--- src/design/chess_pkg.sv ---
/*
  Board level definitions for the chess subsystem: piece codes, square
  coordinates, commands and the board access request and response structs.
  Imported by every module that touches the board.
*/
package chess_pkg;

  localparam int NUM_RANKS   = 8;
  localparam int FIRST_WHITE = 7;  // Codes from here up are white pieces

  typedef logic [3:0] piece_t;
  typedef logic [2:0] coord_t;  // File or rank index

  // Black codes; white code is black code plus six
  localparam piece_t PIECE_EMPTY  = 4'd0;
  localparam piece_t PIECE_PAWN   = 4'd1;
  localparam piece_t PIECE_KNIGHT = 4'd2;
  localparam piece_t PIECE_BISHOP = 4'd3;
  localparam piece_t PIECE_ROOK   = 4'd4;
  localparam piece_t PIECE_QUEEN  = 4'd5;
  localparam piece_t PIECE_KING   = 4'd6;

  typedef struct packed {
    coord_t file;
    coord_t rank;
  } square_t;

  typedef logic [0:0] requester_t;
  localparam requester_t REQ_CTRL   = 1'b0;
  localparam requester_t REQ_RENDER = 1'b1;

  typedef struct packed {
    logic       valid;
    logic       write;
    square_t    square;
    piece_t     wdata;
    requester_t tag;
  } board_req_t;

  typedef struct packed {
    logic       valid;
    requester_t tag;
    piece_t     rdata;
  } board_rsp_t;

  typedef enum logic [1:0] {CMD_NONE, CMD_INIT, CMD_MOVE} cmd_op_t;

  typedef struct packed {
    cmd_op_t op;
    square_t origin;
    square_t dest;
  } board_cmd_t;

  function automatic piece_t to_white(piece_t black);
    return black + piece_t'(FIRST_WHITE - 1);
  endfunction

  function automatic logic is_white(piece_t piece);
    return piece >= piece_t'(FIRST_WHITE);
  endfunction

endpackage

--- src/design/video_pkg.sv ---
/*
  Display side definitions: pixel coordinates, the pixel write struct,
  tile geometry and the pixel credit count toward the frame buffer.
*/
package video_pkg;

  localparam int TILE_SIZE     = 8;  // Pixels per square edge
  localparam int PIXEL_CREDITS = 4;  // Frame buffer slots at reset

  typedef logic [8:0] pix_x_t;
  typedef logic [7:0] pix_y_t;

  // Holds 0 to PIXEL_CREDITS
  typedef logic [2:0] credit_cnt_t;

  typedef struct packed {
    pix_x_t x;
    pix_y_t y;
    logic   colour;  // Monochrome, 1 is lit
  } pixel_t;

endpackage

--- src/design/board_ctrl.sv ---
/*
  Board controller FSM. Takes init and move commands, writes the starting
  layout or reads the origin and moves its piece, then pulses cmd_done.
*/
`timescale 1ns/100ps

module board_ctrl (
  input  logic                  clk,
  input  logic                  arst_n,
  input  chess_pkg::board_cmd_t cmd,
  input  logic                  cmd_valid,
  output logic                  cmd_ready,
  output logic                  cmd_done,
  output logic                  cmd_err,
  output chess_pkg::board_req_t req,
  input  logic                  grant,
  input  chess_pkg::board_rsp_t rsp
);
  import chess_pkg::*;

  typedef enum logic [2:0] {
    IDLE, INIT_WR, MV_RD, MV_WAIT, MV_WR_DST, MV_WR_ORG, DONE
  } state_t;

  state_t     state;
  board_cmd_t cmd_q;
  square_t    init_sq;
  piece_t     moved_q;
  logic       err_q;
  logic       rsp_hit;
  logic       take_cmd;

  // Starting position piece for one square
  function automatic piece_t start_piece(square_t sq);
    piece_t kind;
    case (sq.file)
      3'd0, 3'd7: kind = PIECE_ROOK;
      3'd1, 3'd6: kind = PIECE_KNIGHT;
      3'd2, 3'd5: kind = PIECE_BISHOP;
      3'd3:       kind = PIECE_QUEEN;
      default:    kind = PIECE_KING;
    endcase
    case (sq.rank)
      3'd0:    return to_white(kind);
      3'd1:    return to_white(PIECE_PAWN);
      3'd6:    return PIECE_PAWN;
      3'd7:    return kind;
      default: return PIECE_EMPTY;
    endcase
  endfunction

  assign take_cmd  = cmd_valid && cmd_ready;
  assign rsp_hit   = rsp.valid && (rsp.tag == REQ_CTRL);
  assign cmd_ready = (state == IDLE);
  assign cmd_done  = (state == DONE);
  assign cmd_err   = (state == DONE) && err_q;

  always_ff @(posedge clk or negedge arst_n) begin
    if (!arst_n) begin
      state   <= IDLE;
      init_sq <= '0;
      err_q   <= 1'b0;
    end else begin
      case (state)
        IDLE: begin
          err_q   <= 1'b0;
          init_sq <= '0;
          if (take_cmd && cmd.op == CMD_INIT) state <= INIT_WR;
          else if (take_cmd && cmd.op == CMD_MOVE) state <= MV_RD;
        end
        INIT_WR: if (grant) begin
          init_sq <= init_sq + 6'd1;
          if (init_sq == '1) state <= DONE;  // All 64 squares written
        end
        MV_RD:   if (grant) state <= MV_WAIT;
        MV_WAIT: if (rsp_hit) begin
          // Refuse empty origin and null move
          if (rsp.rdata == PIECE_EMPTY || cmd_q.origin == cmd_q.dest) begin
            err_q <= 1'b1;
            state <= DONE;
          end else begin
            state <= MV_WR_DST;
          end
        end
        MV_WR_DST: if (grant) state <= MV_WR_ORG;
        MV_WR_ORG: if (grant) state <= DONE;
        default:   state <= IDLE;  // DONE lasts one cycle
      endcase
    end
  end

  always_ff @(posedge clk) begin
    if (take_cmd) cmd_q <= cmd;
    if (state == MV_WAIT && rsp_hit) moved_q <= rsp.rdata;
  end

  always_comb begin
    req     = '0;
    req.tag = REQ_CTRL;
    case (state)
      INIT_WR: begin
        req.valid  = 1'b1;
        req.write  = 1'b1;
        req.square = init_sq;
        req.wdata  = start_piece(init_sq);
      end
      MV_RD: begin
        req.valid  = 1'b1;
        req.square = cmd_q.origin;
      end
      MV_WR_DST: begin
        req.valid  = 1'b1;
        req.write  = 1'b1;
        req.square = cmd_q.dest;  // Capture just overwrites
        req.wdata  = moved_q;
      end
      MV_WR_ORG: begin
        req.valid  = 1'b1;
        req.write  = 1'b1;
        req.square = cmd_q.origin;
        req.wdata  = PIECE_EMPTY;
      end
      default: ;
    endcase
  end

endmodule

--- src/design/board_port_arbiter.sv ---
/*
  Fixed priority arbiter for the board. The controller wins over the
  renderer; the granted access is steered to the one rank it addresses.
*/
`timescale 1ns/100ps

module board_port_arbiter (
  input  logic                                clk,
  input  logic                                arst_n,
  input  chess_pkg::board_req_t               ctrl_req,
  input  chess_pkg::board_req_t               render_req,
  output logic                                ctrl_grant,
  output logic                                render_grant,
  output logic [chess_pkg::NUM_RANKS-1:0]     rank_we,
  output logic [chess_pkg::NUM_RANKS-1:0]     rank_re,
  output chess_pkg::coord_t                   rank_file,
  output chess_pkg::piece_t                   rank_wdata,
  output logic                                rd_valid,
  output chess_pkg::requester_t               rd_tag,
  output chess_pkg::coord_t                   rd_rank
);
  import chess_pkg::*;

  board_req_t sel;
  logic       granted;

  assign ctrl_grant   = ctrl_req.valid;
  assign render_grant = render_req.valid && !ctrl_req.valid;

  assign sel     = ctrl_req.valid ? ctrl_req : render_req;
  assign granted = sel.valid;

  // Rank decode
  always_comb begin
    rank_we = '0;
    rank_re = '0;
    rank_we[sel.square.rank] = granted && sel.write;
    rank_re[sel.square.rank] = granted && !sel.write;
  end

  assign rank_file  = sel.square.file;
  assign rank_wdata = sel.wdata;

  // Read info delayed to meet the registered rank data
  always_ff @(posedge clk or negedge arst_n) begin
    if (!arst_n) begin
      rd_valid <= 1'b0;
      rd_tag   <= REQ_CTRL;
      rd_rank  <= '0;
    end else begin
      rd_valid <= granted && !sel.write;
      rd_tag   <= sel.tag;
      rd_rank  <= sel.square.rank;
    end
  end

endmodule

--- src/design/board_rank.sv ---
/*
  One rank of the board: eight piece registers addressed by file.
  Writes land at the end of the cycle, reads come back one cycle later.
*/
`timescale 1ns/100ps

module board_rank (
  input  logic              clk,
  input  logic              arst_n,
  input  logic              we,
  input  logic              re,
  input  chess_pkg::coord_t file,
  input  chess_pkg::piece_t wdata,
  output chess_pkg::piece_t rdata
);
  import chess_pkg::*;

  piece_t squares [2**$bits(coord_t)];

  always_ff @(posedge clk or negedge arst_n) begin
    if (!arst_n) begin
      for (int i = 0; i < 2**$bits(coord_t); i++) begin
        squares[i] <= PIECE_EMPTY;
      end
      rdata <= PIECE_EMPTY;
    end else begin
      if (we) squares[file] <= wdata;
      if (re) rdata <= squares[file];  // Held until the next read
    end
  end

endmodule

--- src/design/rank_read_merge.sv ---
/*
  Read return path. Picks the data of the rank that was read and registers
  it with the requester tag; both requesters watch the same response.
*/
`timescale 1ns/100ps

module rank_read_merge (
  input  logic                  clk,
  input  logic                  arst_n,
  input  chess_pkg::piece_t     rank_rdata [chess_pkg::NUM_RANKS],
  input  logic                  rd_valid,
  input  chess_pkg::requester_t rd_tag,
  input  chess_pkg::coord_t     rd_rank,
  output chess_pkg::board_rsp_t rsp
);
  import chess_pkg::*;

  logic       valid_q;
  requester_t tag_q;
  piece_t     data_q;
  piece_t     sel_data;

  assign sel_data = rank_rdata[rd_rank];

  always_ff @(posedge clk or negedge arst_n) begin
    if (!arst_n) begin
      valid_q <= 1'b0;
      tag_q   <= REQ_CTRL;
    end else begin
      valid_q <= rd_valid;
      tag_q   <= rd_tag;
    end
  end

  // Data only moves on a real read
  always_ff @(posedge clk) begin
    if (rd_valid) data_q <= sel_data;
  end

  assign rsp = '{valid: valid_q, tag: tag_q, rdata: data_q};

endmodule

--- src/design/board_render.sv ---
/*
  Board renderer. On render_start it reads each square rank by rank and
  sends its 8x8 tile to the frame buffer, one pixel per available credit.
*/
`timescale 1ns/100ps

module board_render (
  input  logic                  clk,
  input  logic                  arst_n,
  input  logic                  render_start,
  output logic                  render_done,
  output chess_pkg::board_req_t req,
  input  logic                  grant,
  input  chess_pkg::board_rsp_t rsp,
  output video_pkg::pixel_t     pix,
  output logic                  pix_valid,
  input  logic                  pix_credit
);
  import chess_pkg::*;
  import video_pkg::*;

  typedef enum logic [2:0] {IDLE, TILE_RD, TILE_WAIT, TILE_PIX, DONE} state_t;

  state_t      state;
  coord_t      file_q;
  coord_t      rank_q;
  coord_t      col_q;
  coord_t      row_q;
  piece_t      piece_q;
  credit_cnt_t credit_q;
  logic        col_last;
  logic        row_last;
  logic        shade;
  logic        border;
  logic        colour;

  assign col_last = (col_q == coord_t'(TILE_SIZE - 1));
  assign row_last = (row_q == coord_t'(TILE_SIZE - 1));

  assign render_done = (state == DONE);
  assign pix_valid   = (state == TILE_PIX) && (credit_q != '0);

  always_comb begin
    req        = '0;
    req.tag    = REQ_RENDER;
    req.valid  = (state == TILE_RD);
    req.square = '{file: file_q, rank: rank_q};
  end

  always_ff @(posedge clk or negedge arst_n) begin
    if (!arst_n) begin
      state  <= IDLE;
      file_q <= '0;
      rank_q <= '0;
      col_q  <= '0;
      row_q  <= '0;
    end else begin
      case (state)
        IDLE: if (render_start) begin
          file_q <= '0;
          rank_q <= '0;
          state  <= TILE_RD;
        end
        TILE_RD:   if (grant) state <= TILE_WAIT;
        TILE_WAIT: if (rsp.valid && rsp.tag == REQ_RENDER) state <= TILE_PIX;
        TILE_PIX: if (pix_valid) begin
          col_q <= col_q + 3'd1;
          if (col_last) row_q <= row_q + 3'd1;
          if (col_last && row_last) begin
            // Tile finished, step file then rank
            file_q <= file_q + 3'd1;
            if (file_q == '1) rank_q <= rank_q + 3'd1;
            if (file_q == '1 && rank_q == '1) state <= DONE;
            else state <= TILE_RD;
          end
        end
        default: state <= IDLE;
      endcase
    end
  end

  always_ff @(posedge clk) begin
    if (state == TILE_WAIT && rsp.valid && rsp.tag == REQ_RENDER) piece_q <= rsp.rdata;
  end

  // One credit back per consumed pixel, one spent per pixel sent
  always_ff @(posedge clk or negedge arst_n) begin
    if (!arst_n) begin
      credit_q <= credit_cnt_t'(PIXEL_CREDITS);
    end else begin
      case ({pix_credit, pix_valid})
        2'b10:   credit_q <= credit_q + 3'd1;
        2'b01:   credit_q <= credit_q - 3'd1;
        default: credit_q <= credit_q;
      endcase
    end
  end

  always_comb begin
    shade  = file_q[0] ^ rank_q[0];  // Odd square sum is light
    border = (col_q == '0) || col_last || (row_q == '0) || row_last;
    if (border || piece_q == PIECE_EMPTY) colour = shade;
    else colour = is_white(piece_q);
  end

  assign pix = '{
    x:      pix_x_t'(file_q) * pix_x_t'(TILE_SIZE) + pix_x_t'(col_q),
    y:      pix_y_t'(rank_q) * pix_y_t'(TILE_SIZE) + pix_y_t'(row_q),
    colour: colour
  };

endmodule

--- src/design/chess_top.sv ---
/*
  Chess board and display subsystem. Commands drive the board controller,
  render_start walks the board into the frame buffer under credit control.
*/
`timescale 1ns/100ps

module chess_top (
  input  logic                  clk,
  input  logic                  arst_n,
  input  chess_pkg::board_cmd_t cmd,
  input  logic                  cmd_valid,
  output logic                  cmd_ready,
  output logic                  cmd_done,
  output logic                  cmd_err,
  input  logic                  render_start,
  output logic                  render_done,
  output video_pkg::pixel_t     pix,
  output logic                  pix_valid,
  input  logic                  pix_credit
);
  import chess_pkg::*;

  board_req_t             ctrl_req;
  board_req_t             render_req;
  logic                   ctrl_grant;
  logic                   render_grant;
  logic [NUM_RANKS-1:0]   rank_we;
  logic [NUM_RANKS-1:0]   rank_re;
  coord_t                 rank_file;
  piece_t                 rank_wdata;
  piece_t                 rank_rdata [NUM_RANKS];
  logic                   rd_valid;
  requester_t             rd_tag;
  coord_t                 rd_rank;
  board_rsp_t             rsp;

  board_ctrl i_board_ctrl (
    .clk       (clk),
    .arst_n    (arst_n),
    .cmd       (cmd),
    .cmd_valid (cmd_valid),
    .cmd_ready (cmd_ready),
    .cmd_done  (cmd_done),
    .cmd_err   (cmd_err),
    .req       (ctrl_req),
    .grant     (ctrl_grant),
    .rsp       (rsp)
  );

  board_port_arbiter i_board_port_arbiter (
    .clk          (clk),
    .arst_n       (arst_n),
    .ctrl_req     (ctrl_req),
    .render_req   (render_req),
    .ctrl_grant   (ctrl_grant),
    .render_grant (render_grant),
    .rank_we      (rank_we),
    .rank_re      (rank_re),
    .rank_file    (rank_file),
    .rank_wdata   (rank_wdata),
    .rd_valid     (rd_valid),
    .rd_tag       (rd_tag),
    .rd_rank      (rd_rank)
  );

  for (genvar r = 0; r < NUM_RANKS; r++) begin : g_rank
    board_rank i_board_rank (
      .clk    (clk),
      .arst_n (arst_n),
      .we     (rank_we[r]),
      .re     (rank_re[r]),
      .file   (rank_file),
      .wdata  (rank_wdata),
      .rdata  (rank_rdata[r])
    );
  end

  rank_read_merge i_rank_read_merge (
    .clk        (clk),
    .arst_n     (arst_n),
    .rank_rdata (rank_rdata),
    .rd_valid   (rd_valid),
    .rd_tag     (rd_tag),
    .rd_rank    (rd_rank),
    .rsp        (rsp)
  );

  board_render i_board_render (
    .clk          (clk),
    .arst_n       (arst_n),
    .render_start (render_start),
    .render_done  (render_done),
    .req          (render_req),
    .grant        (render_grant),
    .rsp          (rsp),
    .pix          (pix),
    .pix_valid    (pix_valid),
    .pix_credit   (pix_credit)
  );

endmodule

--- config.mk ---
export PLATFORM = sky130hd
export DESIGN_NAME = chess_top
export DESIGN_NICKNAME = d
export VERILOG_FILES = /design/src/design/chess_pkg.sv /design/src/design/video_pkg.sv /design/src/design/board_ctrl.sv /design/src/design/board_port_arbiter.sv /design/src/design/board_rank.sv /design/src/design/rank_read_merge.sv /design/src/design/board_render.sv /design/src/design/chess_top.sv
export SDC_FILE = /design/constraint.sdc
export NUM_CORES = 1
export LEC_CHECK = 0
export BUFFER_PORTS_ARGS = -buffer_cell sky130_fd_sc_hd__buf_2
export CORE_MARGIN = 10
export CORE_UTILIZATION = 50
export DETAILED_ROUTE_END_ITERATION = 7
export PLACE_DENSITY = 0.66
export SYNTH_ARGS = -nofsm -noshare
export SYNTH_HDL_FRONTEND = slang
export SYNTH_SLANG_ARGS = --single-unit
--- constraint.sdc ---
create_clock -name clk -period 6.45 [get_ports clk]
set_input_delay 0.9675 -clock clk [delete_from_list [all_inputs] [get_ports clk]]
set_output_delay 0.9675 -clock clk [all_outputs]
set_load 0.05 [all_outputs]
### After elaboration in Yosys (flattened, before gate mapping)

Cells that the tools add are included.

| storage, ports and cells | value |
|---|---|
| bits in registers | 347 |
| input port bits | 19 |
| output and inout bits | 23 |
| word-level logic and storage cells | 289 |

| cells by class | value |
|---|---|
| add/sub/neg operators | 10 |
| $lt $le $gt $ge | 6 |
| equality and inequality tests | 43 |
| mux-type cells | 79 |
| bitwise gates (word level) | 6 |
| reduce and logical (&&, ||, !) cells | 51 |

Operators by type and width:

| cell | number |
|---|---|
| 32-bit bitwise mux | 8 |
| 4-bit binary-select mux with 3-bit select | 9 |
| 4-bit two-way mux | 20 |
| 3-bit two-way mux | 20 |
| 3-bit == test (second input constant) | 13 |
| 3-bit case mux with 4 select lines | 2 |
| 3-bit by 2-bit == test with 1-bit output (second input constant) | 6 |
| 3-bit logical NOT | 6 |
| 3-bit case mux with 2 select lines | 3 |
| 3-bit case mux with 6 select lines | 1 |
| 6-bit case mux with 3 select lines | 1 |
| 1-bit logical AND | 17 |
| 8-bit bitwise AND | 2 |
| 2-bit != test (second input constant) | 8 |
| 4-bit case mux with 4 select lines | 1 |
| 3-bit by 1-bit adder with 3-bit output (second input constant) | 5 |
| 6-bit by 3-bit adder with 7-bit output | 2 |
| 13-bit two-way mux | 1 |
| 4-bit demux with 3-bit select | 1 |
| 3-bit by 1-bit == test with 1-bit output (second input constant) | 4 |
| 6-bit case mux with 2 select lines | 1 |
| 2-bit by 1-bit != test with 1-bit output (second input constant) | 5 |
| 5-bit AND reduction | 2 |
| 4-bit >= comparator (second input constant) | 2 |
| other kinds (33) | 55 |

### Longest topological paths before layout

Gate-level depths: netlist (run 1).

| depth | value |
|---|---|
| word-level depth | 14 |
| gate-level depth with buffers | 13 |
| depth with buffers taken out | 12 |

### Cells and area by module

Synthesis (run 1) repeated with hierarchy kept, for this count alone.

| unflattened totals | value |
|---|---|
| cells, all modules | 1386 |
| area, all modules | 17664.4 sq um |

Modules (own cells, without submodules):

| module | instances | cells each | area each (sq um) | seq. area each (sq um) |
|---|---|---|---|---|
| board_rank | 8 | 125 | 1686.6 | 900.9 |
| board_ctrl | 1 | 169 | 1670.4 | 730.7 |
| board_render | 1 | 133 | 1418.9 | 571.8 |
| board_port_arbiter | 1 | 62 | 626.9 | 125.1 |
| rank_read_merge | 1 | 22 | 455.4 | 170.2 |

### Worst setup path before layout (run 1)

Ideal clock, no wire load.

| timing path | value |
|---|---|
| path kind | register to output |
| start | reg i_board_ctrl.state[1] |
| end | out cmd_err |
| arrival time | 2.106 ns |
| data required time | 5.483 ns |
| path slack | 3.376 ns |
| cell stages (with the launch flop) | 6 |
| buffers on the path | 3 |
| cell sequence | dfrtp_1 > buf_4 > buf_6 > clkbuf_1 > nand2_1 > nor3_1 |

| on the way | value |
|---|---|
| word-level cells in the longest chain between the ends | 2 |

Ends and longest elaborated chain:

| item | line | text |
|---|---|---|
| start, declared | board_ctrl.sv:25 | `state_t state;` |
| start signal, assigned | board_ctrl.sv:60 | `state <= IDLE;` |
| start signal, assigned | board_ctrl.sv:68 | `if (take_cmd && cmd.op == CMD_INIT) state <= INIT_WR;` |
| start signal, assigned | board_ctrl.sv:69 | `else if (take_cmd && cmd.op == CMD_MOVE) state <= MV_RD;` |
| 3-bit == test | board_ctrl.sv:56 | `assign cmd_err = (state == DONE) && err_q;` |
| 1-bit logical AND | board_ctrl.sv:56 |  |
| end, declared | chess_top.sv:14 | `output logic cmd_err,` |

No other way between the ends.

### Worst setup path after layout (run 1)

| timing path | value |
|---|---|
| start | reg i_board_ctrl.state[2] |
| end | reg g_rank[0].i_board_rank.squares[21] (netlist bit) |

| on the way | value |
|---|---|
| word-level cells in the longest chain between the ends | 10 |
| elaborated cells on any way between the ends | 26 |
| classes of those cells | 4 x order compare; 4 x eq/ne; 10 x mux; 2 x bitwise; 6 x reduce/logical |

Ends and longest elaborated chain:

| item | line | text |
|---|---|---|
| 3-bit by 2-bit == test with 1-bit output (tied with other cells) | board_ctrl.sv:100 | `case (state)` |
| 2-bit OR reduction (no line) or 4-bit OR reduction (tied branches) | -- |  |
| 6-bit case mux with 3 select lines or 1-bit two-way mux (tied branches) | board_ctrl.sv:100 |  |
| 13-bit two-way mux (*) | board_port_arbiter.sv:30 | `assign sel = ctrl_req.valid ? ctrl_req : render_req;` |
| 3-bit inverter with 4-bit output (implied by the code) | board_rank.sv:27 | `if (we) squares[file] <= wdata;` |
| 4-bit >= comparator (implied by the code) or 4-bit by 1-bit < comparator with 1-bit output (tied branches) | board_rank.sv:27 |  |
| 1-bit logical AND (implied by the code) | board_rank.sv:27 |  |
| 4-bit two-way mux (implied by the code) | board_rank.sv:27 |  |
| 4-bit demux with 3-bit select | board_rank.sv:27 |  |
| 32-bit bitwise mux | board_rank.sv:27 |  |
| end signal, assigned by index | board_rank.sv:27 |  |
| end, declared | board_rank.sv:18 | `piece_t squares [2**$bits(coord_t)];` |

Mark *: on every way between the ends. The rest lies on a longest branch, timed or not.
A chain may end at the register's enable or synchronous reset.

==> results.ini, run 1 <==
[detailed_routing]
detail_route.wirelength_mm=49.0
via_to_cell_ratio=6.39
drc=0
routed_wirelength_normalized_by_instance_count_um=26.0
drt_iter0_markers=1220
drt_pass1_iterations=5
detailroute.via_count=12061
drtAntennaViolNets=0

[critical_path]
crit_path_end_kind=flop
worstPathCellList=nor2b_1 > a211oi_2 > buf_4 > nand2_2 > buf_4 > nand3_1 > nor2_1 > mux2_2
arrival_ns=4.70
timing.critical_path.from_type=flop
setup.worst_path.class=flop to flop
worst_path_largest_cell_delay_ns=0.88
critical_path.most_common_cell=sky130_fd_sc_hd__buf_4
crit_path_max_fanout=46
worst_ep_required_time_ns=6.87
critical_path.slowest_cell=sky130_fd_sc_hd__dfrtp_1

[finish]
area_delta_synth_final_pct=11.1
most-common-layout-cells=322 x sky130_fd_sc_hd__dfrtp_1, 273 x sky130_fd_sc_hd__mux2_2, 85 x sky130_fd_sc_hd__nor2_1
post_layout_net_count=1452
post_route_cells_drive_above_1_share_pct=30.8
final_common_cell=sky130_fd_sc_hd__dfrtp_1
antenna-diode-count=0

[floorplanning]
placeableCoreArea_mm2=0.0334
io_pins=42
initial_utilization_pct=50.5
die_area_mm2=0.0416
dieHeight_um=204
die_w_um=204
row_count=67

[sta]
worst_slew_pin_slew_ns=1.22
max-slew-margin-rel_pct=18.5
max_clock_freq_mhz=234
slew_violations=0
post-route-min-period_ns=4.28
finalHoldViolations=0
final.setup.worst_slack_ns=2.17
min_period_over_period_pct=66.3
unrepaired_setup_endpoints_after_global_routing=no
final.setup_skew_ns=0.0176
finalSetupViolCount=0
final.setup.tns_ns=0

[yosys]
synth_edf_count=24
synth-async-reset-ratio_pct=93.1
avgSynthCellArea_um2=12.1
postSynthCellCount=1399
ys_seq_area_share_pct=52.1
ys_dominant_reg_cell=sky130_fd_sc_hd__dfrtp_1
synthesis.area_mm2=0.0169
yosysWarnings=0
distinct_cell_type_count_after_synthesis=89
synth-seq-cells=347

[clock_network]
ctsRootBufferMaster=sky130_fd_sc_hd__clkbuf_16
count_of_hold_fix_buffers_inserted_at_cts=0
post_cts.resized_instances=0
cts_made_buffers=38
cts_tree=built
path_clk_slew_ns=0.06
htreeDepth=2
cts_max_path_buffers=3
clock_latency_ns=0.54
clkSinkCount=347
cts_setup_buffers=0

[pwr]
irDropWorstVdd_mv=0.180
cellPowerDensity_mw_per_mm2=240
total_leakage_power_nw=8.40

[worst_hold_path]
hp-class=flop to flop

[place]
numPortBuffers=36
pre_cts_slack_ns=2.35
gp_congestion=0.921
hpwlAfterDp_mm=31.7

[run]
max_cap_violation_count=0

[grt]
first_global_vias=12088
grt_pass1_wl_mm=75.0
grt_start_max_net_pins=154
grt_overflow_total=0
grt_antenna_before_repair=0
grt_use_total_pct=23.4

[run_status]
outcome=finished, final reports clean

## critical path: cells and delay by family (launching register included)
kind / cells / cell delay (ns)
AOI/OAI and AO/OA: 1 / 0.15
buffers and inverters: 2 / 0.83
DFF: 1 / 0.88
muxes: 1 / 0.39
and+or+nand+nor: 4 / 1.86
## kinds of logic (layout without fill, tap and decap cells)
logic type | Yosys count | count (layout) | share of synthesized area, %
compound gates | 268 | 268 | 11.6
xor+xnor | 12 | 12 | 0.622
fa+ha+maj | 23 | 23 | 1.73
buf+inv | 118 | 154 | 3.09
flops | 347 | 347 | 52.1
mux | 320 | 320 | 21.7
other cells | 1 | 5 | 0.0222
simple gates | 310 | 310 | 9.21
## state kept, by name, indices dropped and copies added (netlist names), 4 cells and up
name                         count
i_board_render.piece_q           4
g_rank.i_board_rank.squares    256
i_board_ctrl.cmd_q              12
g_rank.i_board_rank.rdata       32
i_board_ctrl.moved_q             4
i_board_ctrl.init_sq             6
i_rank_read_merge.data_q         4
## synthesized netlist by cell type (5+ instances only)
cell | number | area, um^2
sky130_fd_sc_hd__o22a_1 | 11 | 96.3
sky130_fd_sc_hd__dfrtp_1 | 322 | 8060
sky130_fd_sc_hd__o211ai_1 | 11 | 82.6
sky130_fd_sc_hd__nor4bb_1 | 5 | 50.1
sky130_fd_sc_hd__o21ai_0 | 44 | 220
sky130_fd_sc_hd__a32oi_1 | 9 | 78.8
sky130_fd_sc_hd__a221oi_1 | 8 | 70.1
sky130_fd_sc_hd__nand3_1 | 60 | 300
sky130_fd_sc_hd__clkbuf_1 | 60 | 225
sky130_fd_sc_hd__nor2b_1 | 9 | 56.3
sky130_fd_sc_hd__xor2_1 | 9 | 78.8
sky130_fd_sc_hd__a22oi_1 | 14 | 105
sky130_fd_sc_hd__a21oi_1 | 44 | 220
sky130_fd_sc_hd__or3_1 | 5 | 31.3
sky130_fd_sc_hd__nor2_1 | 87 | 327
sky130_fd_sc_hd__nand2b_1 | 5 | 31.3
sky130_fd_sc_hd__edfxtp_1 | 24 | 721
sky130_fd_sc_hd__buf_2 | 21 | 105
sky130_fd_sc_hd__mux2i_1 | 25 | 250
sky130_fd_sc_hd__inv_1 | 23 | 86.3
sky130_fd_sc_hd__nor3_1 | 9 | 45.0
sky130_fd_sc_hd__o22ai_1 | 7 | 43.8
sky130_fd_sc_hd__nand2_1 | 73 | 274
sky130_fd_sc_hd__a21o_1 | 13 | 97.6
sky130_fd_sc_hd__buf_4 | 10 | 75.1
sky130_fd_sc_hd__mux4_2 | 8 | 180
sky130_fd_sc_hd__mux2_2 | 273 | 3070
sky130_fd_sc_hd__and2_1 | 10 | 62.6
sky130_fd_sc_hd__ha_1 | 21 | 263
sky130_fd_sc_hd__mux2_1 | 13 | 146
sky130_fd_sc_hd__a32o_1 | 6 | 60.1
sky130_fd_sc_hd__o32a_1 | 8 | 80.1
sky130_fd_sc_hd__a31oi_1 | 23 | 144
sky130_fd_sc_hd__and3_1 | 14 | 87.6
sky130_fd_sc_hd__a22o_1 | 7 | 61.3
## where the power goes
part | internal, mW | total (mW) | switching (mW)
registers | 2.21 | 2.23 | 0.0197
clock network | 1.28 | 2.17 | 0.890
logic | 0.0293 | 0.106 | 0.0772
## path summary, 6_finish.rpt
path,start,endpoint,slack [ns],cells after the start
max,i_board_ctrl.state[2],g_rank[0].i_board_rank.squares[21],2.17,8
min,i_board_port_arbiter.rd_tag,i_rank_read_merge.tag_q,0.35,0
max reg2reg,i_board_ctrl.state[2],g_rank[0].i_board_rank.squares[21],2.17,8
min reg2reg,i_board_port_arbiter.rd_tag,i_rank_read_merge.tag_q,0.35,0
max in group asynchronous,arst_n,g_rank[2].i_board_rank.squares[12],4.52,2
min in group asynchronous,arst_n,i_board_ctrl.state[2],0.49,1
## layer usage
| layer | global-route usage (%) | up-vias | share of wire [%] |
|---|---|---|---|
| li1 | - | 5201 | - |
| met5 | 0 | - | 0 |
| met1 | 31.7 | 6184 | 42 |
| met4 | 8.95 | 0 | 4.2 |
| met3 | 4.64 | 129 | 8.2 |
| met2 | 36.5 | 547 | 45 |
## metrics by stage
stage / power, mW / cells / utilization, % / hold slack [ns] / cell area, um^2
6_report: 4.51 / 1887 / 56.2 / 0.352 / 18800
5_1_grt: 4.65 / 1887 / 56.2 / 0.376 / 18800
4_1_cts: 4.54 / 1887 / 56.2 / 0.356 / 18800
3_5_place_dp: 2.38 / 1819 / 52.4 / 0.343 / 17500
3_3_place_gp: 2.38 / 1819 / 52.4 / 0.334 / 17500
2_1_floorplan: 2.32 / 1403 / - / 0.331 / 16900
## layout make-up
class,count,area (um^2)
fill,2754,14700
timing repair buffer,62,398
tap,448,561
multi-input combinational,938,7670
sequential,347,8800
clock inverter,11,98.8
clock buffer,57,1150
inverter,24,90.1
Note: power is estimated with default switching activity, not from simulation.
==> run 2: changes to the inputs <==
==> constraint.sdc (replaced) <==
create_clock -name clk -period 4.42 [get_ports clk]
set_input_delay 0.663 -clock clk [delete_from_list [all_inputs] [get_ports clk]]
set_output_delay 0.663 -clock clk [all_outputs]
set_load 0.05 [all_outputs]
==> run 2 against run 1 <==
Net effect:
- power rose by 51%
- final cell count up 1.2%
- register-to-register slack got worse by 1.7 ns
- sequential power grew 46%
- clock-buffer cell count down 5
- worst setup slack got worse by 1.7 ns
- die area did not move
- cell area up 1.4%
- highest routed layer unchanged
==> results.ini, run 2 (same netlist as run 1, synthesis figures left out) <==
[sta]
fin_hold_ws_ns=0.205  ; -0.147 ns
finalHoldViolations=0  ; unchanged
final.setup_skew_ns=0.0128  ; -0.00481 ns
max-slew-margin-rel_pct=29.6  ; +11 points
min_period_over_period_pct=88.4  ; +22 points
slew_violations=0  ; unchanged
post-route-min-period_ns=3.91  ; -0.371 ns
finalSetupViolCount=0  ; unchanged
unrepaired_setup_endpoints_after_global_routing=no
worst_slew_pin_slew_ns=1.06  ; -0.164 ns
final.setup.worst_slack_ns=0.513  ; -1.66 ns
max_clock_freq_mhz=256  ; +9.5%
final.setup.tns_ns=0  ; unchanged

[clock_network]
ctsRootBufferMaster=sky130_fd_sc_hd__clkbuf_16
path_clk_slew_ns=0.06  ; about the same
clock_latency_ns=0.52  ; -0.02 ns
post_cts.resized_instances=0  ; unchanged
cts_tree=built
clkSinkCount=347  ; unchanged
cts_max_path_buffers=3  ; unchanged
htreeDepth=2  ; unchanged
cts_made_buffers=39  ; +2.6%
cts_setup_buffers=0  ; unchanged
count_of_hold_fix_buffers_inserted_at_cts=0  ; unchanged

[detailed_routing]
drtAntennaViolNets=0  ; unchanged
drc=0  ; unchanged
drt_iter0_markers=1145  ; -6.1%
detailroute.via_count=12031  ; -0.25%
via_to_cell_ratio=6.30  ; -1.4%
drt_pass1_iterations=5  ; unchanged
detail_route.wirelength_mm=48.4  ; -1.3%
routed_wirelength_normalized_by_instance_count_um=25.3  ; -2.5%

[pwr]
irDropWorstVdd_mv=0.254  ; +41%
cellPowerDensity_mw_per_mm2=357  ; +49%
total_leakage_power_nw=8.54  ; +1.7%
power_mw=6.81  ; +51%

[finish]
fin_util_pct=57.0  ; +0.81 points
biggestRegsByFlops=g_rank.i_board_rank.squares x256, g_rank.i_board_rank.rdata x32, i_board_ctrl.cmd_q x12
most-common-layout-cells=322 x sky130_fd_sc_hd__dfrtp_1, 273 x sky130_fd_sc_hd__mux2_2, 85 x sky130_fd_sc_hd__nor2_1
largest_reg_flops=256  ; unchanged
post_route_cells_drive_above_1_share_pct=31.7  ; +0.95 points
finish.cell_count_without_fillers=1910  ; +1.2%
post_layout_net_count=1475  ; +1.6%
final_common_cell=sky130_fd_sc_hd__dfrtp_1
sequential_cell_area_mm2=0.00880  ; unchanged
multi_input_comb_area_mm2=0.00766  ; -0.18%
fillers=2773  ; +0.69%
area_delta_synth_final_pct=12.7
post-route-cell-area_mm2=0.0191  ; +1.4%
regMostFlops=g_rank.i_board_rank.squares
antenna-diode-count=0  ; unchanged

[floorplanning]
placeableCoreArea_mm2=0.0334  ; unchanged
dieHeight_um=204  ; unchanged
initial_utilization_pct=50.5  ; unchanged
row_count=67  ; unchanged
die_area_mm2=0.0416  ; unchanged
die_w_um=204  ; unchanged
io_pins=42  ; unchanged

[grt]
grt.busiest_layer=met2
first_global_vias=11850  ; -2.0%
grt_antenna_before_repair=0  ; unchanged
grt_overflow_total=0  ; unchanged
grt_pass1_wl_mm=74.1  ; -1.1%
use_met1_pct=31.8  ; +0.18 points
gr-usage-met3_pct=4.55  ; -0.095 points
grt_start_max_net_pins=105  ; -32%
grt_use_total_pct=23.1  ; -0.30 points
grt_util_met2_pct=35.5  ; -0.97 points

[run_status]
outcome=finished, final reports clean

[run]
max_cap_violation_count=0  ; unchanged

[place]
pre_cts_slack_ns=0.596  ; -1.76 ns
hpwlAfterDp_mm=32.3  ; +1.9%
gp_congestion=0.924  ; +0.41%
placedInstanceArea_mm2=0.0177  ; +1.0%
numPlacedInstances=1841  ; +1.2%
numPortBuffers=36  ; unchanged

[critical_path]
arrival_ns=4.30  ; -0.40 ns
crit_path_end_kind=flop
worst_ep_required_time_ns=4.82  ; -2.05 ns
rr_worst_depth=7  ; -1
timing.critical_path.from_type=flop
setup.worst_path.class=flop to flop
crit_path_max_fanout=29  ; -37%

[worst_hold_path]
hp-class=input pin to asynchronous set/reset pin

[run 2: cell types whose count changed in the layout (fill, tap and decap cells not counted), sizes merged]
| cell | previous run | this run |
|---|---|---|
| buf | 62 | 84 |
| bufinv | 1 | 6 |
| clkbuf | 57 | 52 |
| clkinv | 8 | 9 |
| clkinvlp | 0 | 2 |
| inv | 26 | 24 |
[run 2: routing by layer]
layer | up-vias | wire, um
li1 | 5244 | -
met3 | 113 | 4040
met1 | 6146 | 20700
met4 | 0 | 1740
met5 | - | 0
met2 | 528 | 22000
[run 2: worst max-delay path, stage by stage, from the launching register on]
cell	delay, ns
sky130_fd_sc_hd__dfrtp_1	0.86
sky130_fd_sc_hd__nor2b_1	0.34
sky130_fd_sc_hd__a211oi_2	0.55
sky130_fd_sc_hd__nand2_2	0.44
sky130_fd_sc_hd__nor3_4	0.74
sky130_fd_sc_hd__buf_4	0.27
sky130_fd_sc_hd__nand3_1	0.19
sky130_fd_sc_hd__mux2_2	0.39
[run 2: worst paths after layout]
path / start / endpoint / slack (ns)
max in group asynchronous: arst_n / i_board_render.credit_q[2] / 3.13
setup / recovery: i_board_ctrl.state[1] / g_rank[2].i_board_rank.squares[18] / 0.51
hold reg to reg: i_board_port_arbiter.rd_tag / i_rank_read_merge.tag_q / 0.35
hold / removal: arst_n / i_board_ctrl.init_sq[4] / 0.21
setup reg to reg: i_board_ctrl.state[1] / g_rank[2].i_board_rank.squares[18] / 0.51
min in group clk: cmd[1] / i_board_ctrl.cmd_q[1] / 0.32
[run 2: report_power, final]
part           total (mW)  internal (mW)  switching (mW)
logic               0.156         0.0449           0.112
registers            3.25           3.23          0.0263
clock network        3.40           2.11            1.29
total                6.81           5.38            1.43
[run 2: cell type report]
type	instances	share of cell area (%)
clock buffers	52	5.81
clock inverters	17	1.27
inverters	24	0.473
multi-input cells	938	40.2
flip-flops and latches	347	46.2
well taps	448	2.94
repair buffers	84	3.09
==> run 3: changes to the inputs <==
--- a/config.mk
+++ b/config.mk
@@ -6,10 +6,12 @@
 export NUM_CORES = 1
 export LEC_CHECK = 0
 export BUFFER_PORTS_ARGS = -buffer_cell sky130_fd_sc_hd__buf_2
+export CAP_MARGIN = 20
 export CORE_MARGIN = 10
-export CORE_UTILIZATION = 50
+export CORE_UTILIZATION = 35
 export DETAILED_ROUTE_END_ITERATION = 7
-export PLACE_DENSITY = 0.66
+export PLACE_DENSITY = 0.5
+export RECOVER_POWER = 100
 export SYNTH_ARGS = -nofsm -noshare
 export SYNTH_HDL_FRONTEND = slang
 export SYNTH_SLANG_ARGS = --single-unit
==> run 3 against run 2 <==
Net effect:
- the run now ends with capacitance limit, slew limit left
- worst setup slack improved by 0.047 ns
- power up 0.83%
- die area up 38%
- critical path type unchanged
- routed wire length is 9.5% higher
- non-clock buffer count unchanged
- final cell count is 9.1% higher
- flip-flop and latch count stayed put
- clock power grew 2%
- clock skew increased by 0.0027 ns
- register-to-register slack better by 0.05 ns
- critical path depth is 2 higher
- core utilization decreased by 17 points
- largest cell class unchanged
- largest power group unchanged
==> results.ini, run 3 (same netlist as run 1, synthesis figures left out) <==
[run_status]
outcome=finished with violations
violations=capacitance limit, slew limit

[clock_network]
ctsRootBufferMaster=sky130_fd_sc_hd__clkbuf_16
cts_made_buffers=41  ; +5.1%
clkSinkCount=347  ; unchanged
cts_tree=built
post_cts.resized_instances=0  ; unchanged
path_clk_slew_ns=0.06  ; about the same
cts_setup_buffers=0  ; unchanged
count_of_hold_fix_buffers_inserted_at_cts=0  ; unchanged
cts_max_path_buffers=3  ; unchanged
clock_latency_ns=0.56  ; +0.04 ns
htreeDepth=2  ; unchanged

[grt]
grt_pass1_wl_mm=79.5  ; +7.2%
grt_start_max_net_pins=109  ; +3.8%
first_global_vias=12097  ; +2.1%
grt_overflow_total=0  ; unchanged
grt_use_total_pct=18.4  ; -4.7 points
grt_antenna_before_repair=2  ; +2

[sta]
worst_slew_pin_slew_ns=2.37  ; +1.32 ns
finalSetupViolCount=0  ; unchanged
post-route-min-period_ns=3.86  ; -0.0470 ns
final.setup_skew_ns=0.0155  ; +0.00275 ns
final.setup.tns_ns=0  ; unchanged
slew_violations=87  ; +87
finalHoldViolations=0  ; unchanged
max-slew-margin-rel_pct=-58.3  ; -88 points
unrepaired_setup_endpoints_after_global_routing=no
max_clock_freq_mhz=259  ; +1.2%
min_period_over_period_pct=87.3  ; -1.1 points

[pwr]
cellPowerDensity_mw_per_mm2=358  ; +0.20%
irDropWorstVdd_mv=0.198  ; -22%
total_leakage_power_nw=8.45  ; -1.0%
power_mw=6.87  ; +0.83%

[finish]
regMostFlops=g_rank.i_board_rank.squares
post_layout_net_count=1477  ; +0.14%
final_common_cell=sky130_fd_sc_hd__dfrtp_1
post-route-cell-area_mm2=0.0192  ; +0.63%
area_delta_synth_final_pct=13.4
fin_util_pct=40.2  ; -17 points
post_route_cells_drive_above_1_share_pct=29.0  ; -2.8 points
most-common-layout-cells=322 x sky130_fd_sc_hd__dfrtp_1, 267 x sky130_fd_sc_hd__mux2_2, 85 x sky130_fd_sc_hd__nor2_1
largest_reg_flops=256  ; unchanged
biggestRegsByFlops=g_rank.i_board_rank.squares x256, g_rank.i_board_rank.rdata x32, i_board_ctrl.cmd_q x12

[floorplanning]
die_area_mm2=0.0575  ; +38%
die_w_um=240  ; +18%
dieHeight_um=240  ; +18%
initial_utilization_pct=35.4  ; -15 points
placeableCoreArea_mm2=0.0477  ; +43%
io_pins=42  ; unchanged
row_count=80  ; +19%

[detailed_routing]
detail_route.wirelength_mm=53.0  ; +9.5%
met3_length_mm=3.41  ; -15%
drt_iter0_markers=972  ; -15%
via_to_cell_ratio=5.73  ; -9.0%
routed-wl-met2_mm=23.9  ; +9.0%
routed_wirelength_normalized_by_instance_count_um=25.4  ; +0.38%
routedLengthMet1_mm=23.8  ; +15%
dr.max_layer_used=met4
detailroute.via_count=11935  ; -0.80%
drtAntennaViolNets=0  ; unchanged
drt_pass1_iterations=6  ; +1
drc=0  ; unchanged

[critical_path]
arrival_ns=4.30  ; about the same
timing.critical_path.from_type=flop
crit_path_end_kind=flop
crit_path_max_fanout=26  ; -10%
worst_ep_required_time_ns=4.86  ; +0.04 ns
setup.worst_path.class=flop to flop

[place]
numPortBuffers=36  ; unchanged
gp_congestion=0.841  ; -9.1%
placedInstanceArea_mm2=0.0179  ; +1.2%
hpwlAfterDp_mm=34.6  ; +7.4%

[run]
max_cap_violation_count=1  ; +1

[worst_hold_path]
hp-class=input pin to flop

run 3: metal layers:
metal  global-route usage [%]  vias to the layer above
li1                         -                     5269
met3                     3.95                       94
met1                     24.7                     6195
met5                        0                        -
met2                     28.6                      377
met4                     7.04                        0
run 3: critical path: stages (launching register included):
cell and delay (ns):
sky130_fd_sc_hd__dfrtp_1 0.85, sky130_fd_sc_hd__buf_4 0.32, sky130_fd_sc_hd__mux2i_1 0.27, sky130_fd_sc_hd__a211oi_1 0.20
sky130_fd_sc_hd__buf_4 0.27, sky130_fd_sc_hd__o32ai_1 0.87, sky130_fd_sc_hd__buf_16 0.25, sky130_fd_sc_hd__clkbuf_1 0.20
sky130_fd_sc_hd__nand2_1 0.17, sky130_fd_sc_hd__mux2_2 0.33
run 3: cell type report:
cell class / instances / area (um^2)
tap: 615 / 769
timing repair buffer: 84 / 539
fill: 4532 / 28600
antenna: 1 / 2.50
clock buffer: 54 / 1170
multi-input combinational: 938 / 7600
sequential: 347 / 8800
inverter: 24 / 90.1
clock inverter: 20 / 203
run 3: path summary, 6_finish.rpt:
check	to	from	slack, ns	depth (start not counted)
max	g_rank[6].i_board_rank.squares[30]	i_board_ctrl.state[0]	0.56	9
min	i_board_ctrl.cmd_q[2]	cmd[2]	0.28	1
max reg2reg	g_rank[6].i_board_rank.squares[30]	i_board_ctrl.state[0]	0.56	9
min reg2reg	i_rank_read_merge.tag_q	i_board_port_arbiter.rd_tag	0.36	0
max in group asynchronous	g_rank[3].i_board_rank.squares[24]	arst_n	1.14	2
min in group asynchronous	i_board_ctrl.init_sq[1]	arst_n	0.75	1
run 3: stage by stage:
step | instances | hold slack (ns) | setup slack [ns]
floorplan | 1403 | 0.331 | 1.49
global placement | 2007 | 0.331 | 0.712
detailed placement | 2007 | 0.341 | 0.672
CTS | 2081 | 0.122 | 0.645
global route | 2082 | 0.269 | 0.336
finish | 2083 | 0.283 | 0.560
run 3: power breakdown:
part	switching (mW)	internal [mW]
Combinational	0.108	0.0419
Sequential	0.0249	3.23
Clock	1.37	2.09
